**src/rtl/nic_settings.svh**
```systemverilog
`ifndef NIC_SETTINGS_SVH
`define NIC_SETTINGS_SVH

// Register byte offsets on the host port
`define NIC_EECD_ADDR 8'h10
`define NIC_EERD_ADDR 8'h14
`define NIC_ICR_ADDR 8'hC0
`define NIC_ICS_ADDR 8'hC8
`define NIC_IMS_ADDR 8'hD0
`define NIC_IMC_ADDR 8'hD8

// aclk cycles per SK half period
`define NIC_EE_SK_DIV 4
// Word address width of the EEPROM
`define NIC_EE_ADDR_BITS 6

// Interrupt cause count and bit positions
`define NIC_INTR_BITS 2
`define NIC_INTR_EE_DONE 0
`define NIC_INTR_PHY 1

// EECD fields
`define NIC_EECD_SK 0
`define NIC_EECD_CS 1
`define NIC_EECD_DI 2
`define NIC_EECD_DO 3
`define NIC_EECD_REQ 6
`define NIC_EECD_GNT 7

// EERD fields
`define NIC_EERD_START 0
`define NIC_EERD_DONE 4
`define NIC_EERD_ADDR_LSB 8
`define NIC_EERD_DATA_LSB 16

`endif

```
**src/rtl/nic_pkg.sv**
```systemverilog
`default_nettype none
`include "nic_settings.svh"

package nic_pkg;

	// Decoded register offsets
	typedef enum logic [7:0] {
		REG_EECD = `NIC_EECD_ADDR,
		REG_EERD = `NIC_EERD_ADDR,
		REG_ICR = `NIC_ICR_ADDR,
		REG_ICS = `NIC_ICS_ADDR,
		REG_IMS = `NIC_IMS_ADDR,
		REG_IMC = `NIC_IMC_ADDR
	} reg_addr_e;

	// Steps of one automatic word read
	typedef enum logic [2:0] {
		IDLE,
		REQ,
		SHIFT_OUT,
		SHIFT_IN,
		DONE
	} ee_rd_state_e;

	// Holder of the shared EEPROM pins
	typedef enum logic [1:0] {
		NONE,
		READER,
		SOFTWARE
	} ee_owner_e;

endpackage

`default_nettype wire

```
**src/rtl/ee_bus_if.sv**
```systemverilog
`timescale 1ns/1ps
`default_nettype none

// Microwire EEPROM serial bus
interface ee_bus_if;
	// Serial clock
	logic sk;
	// Chip select, active high
	logic cs;
	// Data towards the EEPROM
	logic di;
	// Data from the EEPROM, DO on the part
	logic dout;

	// Bus driver side
	modport master (
		output sk,
		output cs,
		output di,
		input dout
	);

	// Device or pin side
	modport pins (
		input sk,
		input cs,
		input di,
		output dout
	);
endinterface

`default_nettype wire

```
**src/rtl/eeprom_arbiter.sv**
```systemverilog
`timescale 1ns/1ps
`default_nettype none

module eeprom_arbiter (
	input wire aclk,
	input wire arst_n_i,
	input wire rd_req_i,
	input wire sw_req_i,
	output logic rd_gnt_o,
	output nic_pkg::ee_owner_e owner_o,
	ee_bus_if.pins rd_bus,
	ee_bus_if.pins sw_bus,
	ee_bus_if.master pin_bus
);
	import nic_pkg::*;

	ee_owner_e owner_q;
	ee_owner_e owner_n;

	always_comb
	begin
		owner_n = owner_q;
		case (owner_q)
			NONE:
			begin
				// Software wins a free bus
				if (sw_req_i)
					owner_n = SOFTWARE;
				else if (rd_req_i)
					owner_n = READER;
			end
			READER:
			begin
				if (!rd_req_i)
					owner_n = NONE;
			end
			SOFTWARE:
			begin
				if (!sw_req_i)
					owner_n = NONE;
			end
			default:
				owner_n = NONE;
		endcase
	end

	always_ff @(posedge aclk or negedge arst_n_i)
	begin
		if (!arst_n_i)
			owner_q <= NONE;
		else
			owner_q <= owner_n;
	end

	// Pin mux, DO only reaches the owner
	always_comb
	begin
		pin_bus.sk = 1'b0;
		pin_bus.cs = 1'b0;
		pin_bus.di = 1'b0;
		rd_bus.dout = 1'b0;
		sw_bus.dout = 1'b0;
		case (owner_q)
			READER:
			begin
				pin_bus.sk = rd_bus.sk;
				pin_bus.cs = rd_bus.cs;
				pin_bus.di = rd_bus.di;
				rd_bus.dout = pin_bus.dout;
			end
			SOFTWARE:
			begin
				pin_bus.sk = sw_bus.sk;
				pin_bus.cs = sw_bus.cs;
				pin_bus.di = sw_bus.di;
				sw_bus.dout = pin_bus.dout;
			end
			default:
			begin
				// Free bus parks CS and SK low
			end
		endcase
	end

	assign rd_gnt_o = (owner_q == READER);
	assign owner_o = owner_q;

endmodule

`default_nettype wire

```
**src/rtl/eeprom_reader.sv**
```systemverilog
`timescale 1ns/1ps
`default_nettype none
`include "nic_settings.svh"

module eeprom_reader (
	input wire aclk,
	input wire arst_n_i,
	input wire rd_start_i,
	input wire [`NIC_EE_ADDR_BITS-1:0] rd_addr_i,
	input wire rd_gnt_i,
	output logic rd_req_o,
	output logic rd_done_o,
	output logic [15:0] rd_data_o,
	output logic done_evt_o,
	ee_bus_if.master bus
);
	import nic_pkg::*;

	// Start bit, READ opcode and address
	localparam int OUT_BITS = `NIC_EE_ADDR_BITS + 3;
	// Dummy zero plus sixteen data bits
	localparam int IN_BITS = 17;
	localparam int DIV_W = $clog2(`NIC_EE_SK_DIV);

	ee_rd_state_e state_q;
	logic [DIV_W-1:0] div_q;
	logic sk_q;
	logic [4:0] bit_q;
	logic [OUT_BITS-1:0] out_q;
	logic [15:0] data_q;
	logic done_q;
	logic tick;

	// Last aclk of an SK half period
	assign tick = (div_q == DIV_W'(`NIC_EE_SK_DIV - 1));

	always_ff @(posedge aclk or negedge arst_n_i)
	begin
		if (!arst_n_i)
		begin
			state_q <= IDLE;
			div_q <= '0;
			sk_q <= 1'b0;
			bit_q <= '0;
			out_q <= '0;
			data_q <= '0;
			done_q <= 1'b0;
		end
		else
		begin
			case (state_q)
				IDLE:
				begin
					if (rd_start_i)
					begin
						out_q <= {3'b110, rd_addr_i};
						done_q <= 1'b0;
						state_q <= REQ;
					end
				end
				REQ:
				begin
					// Wait for the arbiter with SK parked low
					div_q <= '0;
					sk_q <= 1'b0;
					bit_q <= '0;
					if (rd_gnt_i)
						state_q <= SHIFT_OUT;
				end
				SHIFT_OUT:
				begin
					div_q <= tick ? '0 : div_q + 1'b1;
					if (tick)
					begin
						sk_q <= ~sk_q;
						// Next DI bit after each falling edge
						if (sk_q)
						begin
							out_q <= out_q << 1;
							bit_q <= bit_q + 1'b1;
							if (bit_q == 5'(OUT_BITS - 1))
							begin
								bit_q <= '0;
								state_q <= SHIFT_IN;
							end
						end
					end
				end
				SHIFT_IN:
				begin
					div_q <= tick ? '0 : div_q + 1'b1;
					if (tick)
					begin
						sk_q <= ~sk_q;
						if (!sk_q)
						begin
							// Sample DO as SK rises
							// The dummy zero drops off the top after 17 shifts
							data_q <= {data_q[14:0], bus.dout};
							bit_q <= bit_q + 1'b1;
						end
						else if (bit_q == 5'(IN_BITS))
							state_q <= DONE;
					end
				end
				DONE:
				begin
					done_q <= 1'b1;
					state_q <= IDLE;
				end
				default:
					state_q <= IDLE;
			endcase
		end
	end

	// Bus held from request until the last SK falls
	assign rd_req_o = (state_q == REQ) || (state_q == SHIFT_OUT) || (state_q == SHIFT_IN);
	assign rd_done_o = done_q;
	assign rd_data_o = data_q;
	assign done_evt_o = (state_q == DONE);
	assign bus.sk = sk_q;
	assign bus.cs = (state_q == SHIFT_OUT) || (state_q == SHIFT_IN);
	assign bus.di = (state_q == SHIFT_OUT) && out_q[OUT_BITS-1];

endmodule

`default_nettype wire

```
**src/rtl/intr_ctrl.sv**
```systemverilog
`timescale 1ns/1ps
`default_nettype none
`include "nic_settings.svh"

module intr_ctrl (
	input wire aclk,
	input wire arst_n_i,
	input wire ics_wr_i,
	input wire ims_wr_i,
	input wire imc_wr_i,
	input wire icr_rd_i,
	input wire [`NIC_INTR_BITS-1:0] wdata_i,
	input wire ee_done_evt_i,
	input wire phy_int_i,
	output logic [`NIC_INTR_BITS-1:0] icr_o,
	output logic [`NIC_INTR_BITS-1:0] ims_o,
	output logic intr_o
);
	logic [1:0] phy_sync_q;
	logic phy_prev_q;
	logic phy_rise;
	logic [`NIC_INTR_BITS-1:0] icr_q;
	logic [`NIC_INTR_BITS-1:0] ims_q;
	logic [`NIC_INTR_BITS-1:0] set_causes;

	// Edge of the synchronized PHY line
	assign phy_rise = phy_sync_q[1] && !phy_prev_q;

	// Hardware events plus software ICS writes
	always_comb
	begin
		set_causes = ics_wr_i ? wdata_i : '0;
		set_causes[`NIC_INTR_EE_DONE] = set_causes[`NIC_INTR_EE_DONE] | ee_done_evt_i;
		set_causes[`NIC_INTR_PHY] = set_causes[`NIC_INTR_PHY] | phy_rise;
	end

	always_ff @(posedge aclk or negedge arst_n_i)
	begin
		if (!arst_n_i)
		begin
			phy_sync_q <= '0;
			phy_prev_q <= 1'b0;
			icr_q <= '0;
			ims_q <= '0;
			intr_o <= 1'b0;
		end
		else
		begin
			phy_sync_q <= {phy_sync_q[0], phy_int_i};
			phy_prev_q <= phy_sync_q[1];
			// Read clears, a new cause in the same cycle survives
			icr_q <= (icr_rd_i ? '0 : icr_q) | set_causes;
			if (ims_wr_i)
				ims_q <= ims_q | wdata_i;
			else if (imc_wr_i)
				ims_q <= ims_q & ~wdata_i;
			intr_o <= |(icr_q & ims_q);
		end
	end

	assign icr_o = icr_q;
	assign ims_o = ims_q;

endmodule

`default_nettype wire

```
**src/rtl/nic_mgmt_top.sv**
```systemverilog
`timescale 1ns/1ps
`default_nettype none
`include "nic_settings.svh"

module nic_mgmt_top (
	input wire aclk,
	input wire arst_n_i,
	input wire reg_valid_i,
	input wire reg_write_i,
	input wire [7:0] reg_addr_i,
	input wire [31:0] reg_wdata_i,
	input wire phy_int_i,
	input wire ee_do_i,
	output wire reg_ack_o,
	output wire [31:0] reg_rdata_o,
	output wire intr_o,
	output wire ee_sk_o,
	output wire ee_cs_o,
	output wire ee_di_o
);
	import nic_pkg::*;

	// Reader side, software side and the shared pins
	ee_bus_if rd_if ();
	ee_bus_if sw_if ();
	ee_bus_if pin_if ();

	logic rd_start;
	logic [`NIC_EE_ADDR_BITS-1:0] rd_addr;
	logic rd_done;
	logic [15:0] rd_data;
	logic rd_req;
	logic rd_gnt;
	logic done_evt;
	logic sw_req;
	ee_owner_e owner;
	logic ics_wr;
	logic ims_wr;
	logic imc_wr;
	logic icr_rd;
	logic [`NIC_INTR_BITS-1:0] intr_wdata;
	logic [`NIC_INTR_BITS-1:0] icr;
	logic [`NIC_INTR_BITS-1:0] ims;

	nic_regs regs0 (
		.aclk(aclk), .arst_n_i(arst_n_i),
		.reg_valid_i(reg_valid_i), .reg_write_i(reg_write_i),
		.reg_addr_i(reg_addr_i), .reg_wdata_i(reg_wdata_i),
		.rd_done_i(rd_done), .rd_data_i(rd_data), .owner_i(owner),
		.icr_i(icr), .ims_i(ims),
		.reg_ack_o(reg_ack_o), .reg_rdata_o(reg_rdata_o),
		.rd_start_o(rd_start), .rd_addr_o(rd_addr), .sw_req_o(sw_req),
		.ics_wr_o(ics_wr), .ims_wr_o(ims_wr), .imc_wr_o(imc_wr), .icr_rd_o(icr_rd),
		.wdata_o(intr_wdata), .sw_bus(sw_if.master)
	);

	eeprom_reader reader0 (
		.aclk(aclk), .arst_n_i(arst_n_i),
		.rd_start_i(rd_start), .rd_addr_i(rd_addr), .rd_gnt_i(rd_gnt),
		.rd_req_o(rd_req), .rd_done_o(rd_done), .rd_data_o(rd_data),
		.done_evt_o(done_evt), .bus(rd_if.master)
	);

	eeprom_arbiter arb0 (
		.aclk(aclk), .arst_n_i(arst_n_i),
		.rd_req_i(rd_req), .sw_req_i(sw_req),
		.rd_gnt_o(rd_gnt), .owner_o(owner),
		.rd_bus(rd_if.pins), .sw_bus(sw_if.pins), .pin_bus(pin_if.master)
	);

	intr_ctrl intr0 (
		.aclk(aclk), .arst_n_i(arst_n_i),
		.ics_wr_i(ics_wr), .ims_wr_i(ims_wr), .imc_wr_i(imc_wr), .icr_rd_i(icr_rd),
		.wdata_i(intr_wdata), .ee_done_evt_i(done_evt), .phy_int_i(phy_int_i),
		.icr_o(icr), .ims_o(ims), .intr_o(intr_o)
	);

	// Pin bus onto the package pins
	assign ee_sk_o = pin_if.sk;
	assign ee_cs_o = pin_if.cs;
	assign ee_di_o = pin_if.di;
	assign pin_if.dout = ee_do_i;

endmodule

`default_nettype wire

```
**src/rtl/nic_regs.sv**
```systemverilog
`timescale 1ns/1ps
`default_nettype none
`include "nic_settings.svh"

module nic_regs (
	input wire aclk,
	input wire arst_n_i,
	input wire reg_valid_i,
	input wire reg_write_i,
	input wire [7:0] reg_addr_i,
	input wire [31:0] reg_wdata_i,
	input wire rd_done_i,
	input wire [15:0] rd_data_i,
	input wire nic_pkg::ee_owner_e owner_i,
	input wire [`NIC_INTR_BITS-1:0] icr_i,
	input wire [`NIC_INTR_BITS-1:0] ims_i,
	output logic reg_ack_o,
	output logic [31:0] reg_rdata_o,
	output logic rd_start_o,
	output logic [`NIC_EE_ADDR_BITS-1:0] rd_addr_o,
	output logic sw_req_o,
	output logic ics_wr_o,
	output logic ims_wr_o,
	output logic imc_wr_o,
	output logic icr_rd_o,
	output logic [`NIC_INTR_BITS-1:0] wdata_o,
	ee_bus_if.master sw_bus
);
	import nic_pkg::*;

	reg_addr_e addr;
	logic wr;
	logic rd;
	logic eecd_sk_q;
	logic eecd_cs_q;
	logic eecd_di_q;
	logic eecd_req_q;
	logic [`NIC_EE_ADDR_BITS-1:0] eerd_addr_q;
	logic start_q;
	logic ack_q;
	logic [31:0] rdata_q;
	logic [31:0] rdata_n;

	assign addr = reg_addr_e'(reg_addr_i);
	assign wr = reg_valid_i && reg_write_i;
	assign rd = reg_valid_i && !reg_write_i;

	// Interrupt strobes act at the same edge as the request
	assign ics_wr_o = wr && (addr == REG_ICS);
	assign ims_wr_o = wr && (addr == REG_IMS);
	assign imc_wr_o = wr && (addr == REG_IMC);
	assign icr_rd_o = rd && (addr == REG_ICR);
	assign wdata_o = reg_wdata_i[`NIC_INTR_BITS-1:0];

	always_ff @(posedge aclk or negedge arst_n_i)
	begin
		if (!arst_n_i)
		begin
			ack_q <= 1'b0;
			start_q <= 1'b0;
			eecd_sk_q <= 1'b0;
			eecd_cs_q <= 1'b0;
			eecd_di_q <= 1'b0;
			eecd_req_q <= 1'b0;
			eerd_addr_q <= '0;
		end
		else
		begin
			// Every request gets its ack one cycle later
			ack_q <= reg_valid_i;
			// Start pulse lines up with the latched address
			start_q <= wr && (addr == REG_EERD) && reg_wdata_i[`NIC_EERD_START];
			if (wr && (addr == REG_EECD))
			begin
				eecd_sk_q <= reg_wdata_i[`NIC_EECD_SK];
				eecd_cs_q <= reg_wdata_i[`NIC_EECD_CS];
				eecd_di_q <= reg_wdata_i[`NIC_EECD_DI];
				eecd_req_q <= reg_wdata_i[`NIC_EECD_REQ];
			end
			if (wr && (addr == REG_EERD))
				eerd_addr_q <= reg_wdata_i[`NIC_EERD_ADDR_LSB +: `NIC_EE_ADDR_BITS];
		end
	end

	// Read-back from live status
	always_comb
	begin
		rdata_n = '0;
		case (addr)
			REG_EECD:
			begin
				rdata_n[`NIC_EECD_SK] = eecd_sk_q;
				rdata_n[`NIC_EECD_CS] = eecd_cs_q;
				rdata_n[`NIC_EECD_DI] = eecd_di_q;
				rdata_n[`NIC_EECD_DO] = sw_bus.dout;
				rdata_n[`NIC_EECD_REQ] = eecd_req_q;
				rdata_n[`NIC_EECD_GNT] = (owner_i == SOFTWARE);
			end
			REG_EERD:
			begin
				rdata_n[`NIC_EERD_DONE] = rd_done_i;
				rdata_n[`NIC_EERD_ADDR_LSB +: `NIC_EE_ADDR_BITS] = eerd_addr_q;
				rdata_n[`NIC_EERD_DATA_LSB +: 16] = rd_data_i;
			end
			REG_ICR:
				rdata_n[`NIC_INTR_BITS-1:0] = icr_i;
			REG_IMS:
				rdata_n[`NIC_INTR_BITS-1:0] = ims_i;
			// ICS, IMC and unmapped offsets read as zero
			default:
				rdata_n = '0;
		endcase
	end

	// Read data captured with the request
	always_ff @(posedge aclk)
	begin
		if (rd)
			rdata_q <= rdata_n;
	end

	assign reg_ack_o = ack_q;
	assign reg_rdata_o = rdata_q;
	assign rd_start_o = start_q;
	assign rd_addr_o = eerd_addr_q;
	assign sw_req_o = eecd_req_q;
	// Software pins follow EECD directly
	assign sw_bus.sk = eecd_sk_q;
	assign sw_bus.cs = eecd_cs_q;
	assign sw_bus.di = eecd_di_q;

endmodule

`default_nettype wire

```
**config.mk**
```make
export PLATFORM = sky130hd
export DESIGN_NAME = nic_mgmt_top
export DESIGN_NICKNAME = d
export VERILOG_FILES = /design/src/rtl/nic_pkg.sv /design/src/rtl/ee_bus_if.sv /design/src/rtl/eeprom_arbiter.sv /design/src/rtl/eeprom_reader.sv /design/src/rtl/intr_ctrl.sv /design/src/rtl/nic_mgmt_top.sv /design/src/rtl/nic_regs.sv
export VERILOG_INCLUDE_DIRS = /design/src /design/src/rtl
export SDC_FILE = /design/constraint.sdc
export NUM_CORES = 1
export LEC_CHECK = 0
export BUFFER_PORTS_ARGS = -buffer_cell sky130_fd_sc_hd__buf_2
export CAP_MARGIN = 5
export CELL_PAD_IN_SITES_DETAIL_PLACEMENT = 1
export CELL_PAD_IN_SITES_GLOBAL_PLACEMENT = 1
export CORE_ASPECT_RATIO = 1.25
export CORE_MARGIN = 2
export CORE_UTILIZATION = 43
export CTS_CLUSTER_SIZE = 10
export DETAILED_ROUTE_END_ITERATION = 7
export GPL_ROUTABILITY_DRIVEN = 0
export PLACE_DENSITY_LB_ADDON = 0.1
export SLEW_MARGIN = 40
export SYNTH_ARGS = -nofsm -noshare
export SYNTH_HDL_FRONTEND = slang
export SYNTH_SLANG_ARGS = --single-unit
```
**constraint.sdc**
```tcl
create_clock -name aclk -period 2.24 [get_ports aclk]
set_clock_uncertainty 0.2 [all_clocks]
set_input_delay 0.224 -clock aclk [delete_from_list [all_inputs] [get_ports aclk]]
set_output_delay 0.224 -clock aclk [all_outputs]
set_load 0.005 [all_outputs]
```
## Word level (Yosys, flattened, before mapping)

Index checks and enable logic that the tools add are counted.

| word-level totals | value |
|---|---|
| flip-flop bits (word level) | 88 |
| output and inout bits | 37 |

| cells by class | value |
|---|---|
| eq/ne operators | 28 |
| reductions and logical operators | 33 |
| add/sub/neg operators | 2 |
| multiplexer cells | 39 |
| bitwise gates (word level) | 8 |

Operators with widths:

| cell | count |
|---|---|
| $eq A8 B8 Y1 const B | 4 |
| $mux W9 | 3 |
| $mux W5 | 5 |
| $mux W3 | 8 |
| $mux W2 | 9 |
| $pmux W9 S2 | 1 |
| $eq A8 B5 Y1 const B | 2 |
| $ne A2 B1 Y1 const B | 8 |
| $pmux W5 S3 | 1 |
| $pmux W2 S3 | 2 |
| $pmux W3 S4 | 1 |
| $logic_and A1 B1 Y1 | 11 |
| $pmux W1 S2 | 5 |
| $ne A2 B2 Y1 const B | 4 |
| $reduce_and A8 Y1 | 1 |
| $reduce_bool A2 Y1 | 4 |
| $eq A3 B2 Y1 const B | 2 |
| $reduce_and A2 Y1 | 3 |
| $reduce_and A3 Y1 | 2 |
| $add A5 B1 Y5 const B | 1 |
| $eq A5 B4 Y1 const B | 1 |
| $eq A5 B5 Y1 const B | 1 |
| $reduce_and A5 Y1 | 1 |
| $and A2 B2 Y2 | 2 |
| other kinds (19) | 28 |

## Depth between registers and ports, before layout

| depth | value |
|---|---|
| depth after elaboration | 6 |
| mapped depth | 6 |
| mapped depth without buffers | 6 |

## By module

A second synthesis with hierarchy kept.

| second synthesis, totals | value |
|---|---|
| cells, all modules | 310 |
| area, all modules | 3915.0 um^2 |

By module, submodules not included:

| module | area each (um^2) | times used | seq. area each (um^2) | cells each |
|---|---|---|---|---|
| eeprom_reader | 1727.9 | 1 | 925.9 | 152 |
| nic_regs | 1701.6 | 1 | 1171.1 | 113 |
| intr_ctrl | 267.8 | 1 | 200.2 | 20 |
| eeprom_arbiter | 217.7 | 1 | 50.0 | 25 |

## Least setup slack after synthesis

No wires, ideal clock.

| timing path | value |
|---|---|
| path type | in2reg |
| start point | in reg_write_i |
| end point | reg intr0.icr_q[1] (netlist: intr0.icr_o[1]) |
| required time | 1.914 ns |
| stages on the path | 3 |
| arrival | 2.138 ns |
| setup slack | -0.224 ns |
| library setup time | 0.126 ns |
| path buffers | 0 |
| path through | nor2b_1 > nand2_1 > a221o_1 |

| on the way | value |
|---|---|
| word-level cells in the longest chain between the ends | 5 |

Ends and longest elaborated chain:

| what | RTL line | source |
|---|---|---|
| start, declared | nic_mgmt_top.sv:9 | `input wire reg_write_i,` |
| $logic_and A1 B1 Y1 or $logic_not A1 Y1 (tied branches) | nic_regs.sv:45, nic_regs.sv:46 |  |
| $logic_and A1 B1 Y1, on equally long branches | nic_regs.sv:49, nic_regs.sv:46 |  |
| $mux W2 or $logic_and A1 B1 Y1 (tied branches) | intr_ctrl.sv:32, nic_regs.sv:52 |  |
| $or A1 B1 Y1 or $mux W2 (tied branches) | intr_ctrl.sv:34, intr_ctrl.sv:52 |  |
| $or A2 B2 Y2 (*) | intr_ctrl.sv:52 | `icr_q <= (icr_rd_i ? '0 : icr_q) \| set_causes;` |
| end signal, assigned | intr_ctrl.sv:52 |  |
| end, declared | intr_ctrl.sv:22 | `` logic [`NIC_INTR_BITS-1:0] icr_q; `` |

Mark *: on every way between the ends. The rest lies on a longest branch, timed or not.
A chain may end at the register's enable or synchronous reset.

## Worst setup path in the final report

| timing path | value |
|---|---|
| start point | reg reader0.state_q[2] |
| end point | out ee_di_o |

| on the way | value |
|---|---|
| word-level cells in the longest chain between the ends | 3 |

Ends and longest elaborated chain:

| what | RTL line | source |
|---|---|---|
| start, declared | eeprom_reader.sv:25 | `ee_rd_state_e state_q;` |
| start signal, assigned | eeprom_reader.sv:41 | `state_q <= IDLE;` |
| start signal, assigned | eeprom_reader.sv:58 | `state_q <= REQ;` |
| start signal, assigned | eeprom_reader.sv:68 | `state_q <= SHIFT_OUT;` |
| $eq A3 B2 Y1 | eeprom_reader.sv:124 | `assign bus.di = (state_q == SHIFT_OUT) && out_q[OUT_BITS-1];` |
| $logic_and A1 B1 Y1 | eeprom_reader.sv:124 |  |
| $pmux W1 S2 | eeprom_arbiter.sv:63 | `case (owner_q)` |
| end, declared | nic_mgmt_top.sv:19 | `output wire ee_di_o` |

No other way between the ends.

==> results_dict.tcl <==
set metrics [dict create \
    drcViolationCount 0 \
    cts_sinks 88 \
    synth_compound_area_share_pct 8.37 \
    place_area_mm2 0.00432 \
    insertion_delay_ns 0.36 \
    synth_cell_types 49 \
    design.core.area_mm2 0.00865 \
    hold_violations 0 \
    yosys_warnings 0 \
    yosys_register_bits 88 \
    synth.area.mux_share_pct 9.19 \
    overflow 0 \
    syn-cell-area_mm2 0.00383 \
    die_height_um 109 \
    hpwlAfterDp_um 5310 \
    power.internal_w 0.00231 \
    swShare_pct 25.3 \
    min_path_type "in2reg" \
    worst_ep_required_time_ns 1.82 \
    drtPass1Iterations 4 \
    cts_tree "done" \
    avgSynthCellArea_um2 12.8 \
    final_antenna_net_count 0 \
    io_pins 83 \
    peakVddDrop_mv 0.274 \
    antenna_found_initial 0 \
    crit_path_start_kind "flop" \
    fin_crit_sh_pct 94.4 \
    yosys.area.top_type "dfrtp_1" \
    netlist.area_leader.share_pct 38.6 \
    crit_fanout 7 \
    htree_levels 3 \
    seqPwrFrac_pct 56.6 \
    start_util_pct 44.2 \
    finalSetupTns_ns 0 \
    first_iter_violations 48 \
    vias 2521 \
    setup_viol_count_final 0 \
    grt_max_degree 60 \
    slew_violations 0 \
    grt_pass1_vias 2636 \
    fp.dieArea_mm2 0.00968 \
    synthCells 300 \
    grt_pass1_wl_um 12600 \
    p_leak_nw 2.05 \
    antennaDiodeCount 0 \
    synthArstFlopShare_pct 67.0 \
    clockBufferDepth 2 \
    die_width_um 88.4 \
    synth_top_family_by_area "simple AND/OR/NAND/NOR gates" \
    wl_um 7500 \
    avgRoutedWirePerCell_um 14.7 \
    status "complete, no violations" \
    powerDensity_mw_per_mm2 665 \
    grtUsageTotal_pct 17.4 \
    portBuffers 57 \
    ys_seq_area_share_pct 61.3 \
    cts_setup_buffers 0 \
    p_clk_share_pct 32.6 \
    syn_to_final_growth_pct 21.7 \
    power.switching_w 0.000784 \
    tightestPinTransition_ns 0.572 \
    synth-simple-area-share_pct 16.1 \
    end_kind "output pin" \
    synth_xor_area_share_pct 0 \
    synth_edf_count 29 \
    final_nets 437 \
    viasPerCell 4.95 \
    worstSetupPathType "reg2out" \
    rsz0062_at_grt "no" \
    synthFlopType "dfrtp_1" \
    ys_top_cells_by_area "dfrtp_1, edfxtp_1, mux2_2" \
    numCtsBuffers 9 \
    fmax_mhz 473 \
    drv_cap 0 \
    clk_pin_slew_ns 0.09 \
    crit_arrival_ns 1.69 \
    finalCriticalPeriod_ns 2.11 \
    power_frac_comb_pct 10.8 \
    relSlewSlack_pct 61.5 \
    synth-adder-area-share_pct 2.29 \
    final_cell_area_mm2 0.00466 \
    clock-root-buffer "clkbuf_8" \
    rows 38 \
    drive_above_1_share_pct 30.1 \
]
## critical path, stage by stage (launching register included)
cell      delay, ns
dfrtp_1        0.45
nand2b_1       0.31
nor2_2         0.08
a32oi_1        0.28
nor2b_1        0.07
buf_2          0.13
## cells by family (layout without fill, tap and decap cells)
| family | after synthesis | after routing |
|---|---|---|
| DFF | 88 | 88 |
| muxes | 32 | 32 |
| and+or+nand+nor | 105 | 105 |
| other | 1 | 3 |
| adders and majority gates | 7 | 7 |
| AOI/OAI and AO/OA | 47 | 47 |
| buffers and inverters | 20 | 107 |
## routing by layer
layer / vias to the layer above / routed length, µm / track usage [%]
li1: 1233 / - / -
met1: 1238 / 3310 / 21.0
met5: - / 0 / 0
met4: 0 / 125 / 6.82
met3: 9 / 223 / 3.90
met2: 41 / 3840 / 30.0
## flip-flops by register name, indices dropped and copies added, names as in the netlist, 2 cells and up, named ones only
signal             cells
reader0.div_q          2
regs0.rd_addr_o        6
intr0.phy_sync_q       2
reader0.bit_q          5
reader0.state_q        3
reader0.rd_data_o     16
arb0.owner_o           2
reader0.out_q          9
intr0.icr_o            2
regs0.reg_rdata_o     29
## layout by cell type, fill, tap and decap left out, drive strengths merged, types with 4 or more instances in the layout
cell type	Yosys	final
edfxtp	29	29
o21ai	21	21
nand2b	7	7
dfrtp	59	59
nor3	7	7
nor2b	6	6
inv	8	9
a22o	4	4
mux2i	7	7
dlygate4sd3	0	16
and2	28	28
clkbuf	4	11
nand2	26	26
nand3	5	5
nor2	8	8
buf	8	67
ha	7	7
a22oi	4	4
mux2	25	25
## synth_stat cells (5+ instances only)
master    number
nand3_1        5
nand2_1       25
o21ai_0       20
ha_1           7
inv_1          8
mux2_2        25
edfxtp_1      29
nor2b_1        6
and2_1        27
nand2b_1       7
nor3_1         6
nor2_1         6
mux2i_1        7
dfrtp_1       59
buf_4          6
## per-stage QoR
step	hold WS (ns)	std cells	utilization, %	worst slack, ns	power, W
final	0.0425	509	53.8	0.126	0.00310
after floorplan	-0.272	302	-	0.345	0.00196
after global routing	0.0398	509	53.8	0.00147	0.00325
after detailed placement	0.0578	477	49.9	0.242	0.00211
after global placement	0.0543	477	49.9	0.291	0.00209
after CTS	0.0251	509	53.8	0.0277	0.00314
## layout make-up
cell class	instances	area [µm²]
fillers	947	3990
clock inverters	5	41.3
repair buffers	83	558
well taps	120	150
flip-flops and latches	88	2350
inverters	8	30.0
clock buffers	11	141
multi-input cells	194	1390
## power groups by stage
stage | Combinational (W) | Clock [W] | Sequential, W
final | 0.000334 | 0.00101 | 0.00175
after floorplan | 0.000188 | 0 | 0.00178
after global placement | 0.000306 | 0 | 0.00178
after detailed placement | 0.000317 | 0 | 0.00179
after CTS | 0.000340 | 0.00105 | 0.00175
after global routing | 0.000382 | 0.00111 | 0.00176
## worst paths after layout
path	from	to	slack, ns	cells past startpoint
worst max-delay path	reader0.state_q[2]	ee_di_o	0.13	5
worst min-delay path	reg_write_i	regs0.reg_rdata_o[1]	0.04	2
worst max register to register	reader0.bit_q[0]	reader0.state_q[1]	0.24	6
worst min register to register	intr0.phy_sync_q[0]	intr0.phy_sync_q[1]	0.16	0
max in group asynchronous	arst_n_i	reader0.state_q[1]	1.37	3
min in group asynchronous	arst_n_i	intr0.phy_sync_q[0]	0.19	3
## repair_timing
action,in CTS,in global routing
endpoints found under the hold margin,78,0
hold buffers,16,0
setup endpoints to repair,0,1
gates resized for setup,0,1
Power figures use the tool's default switching activity.
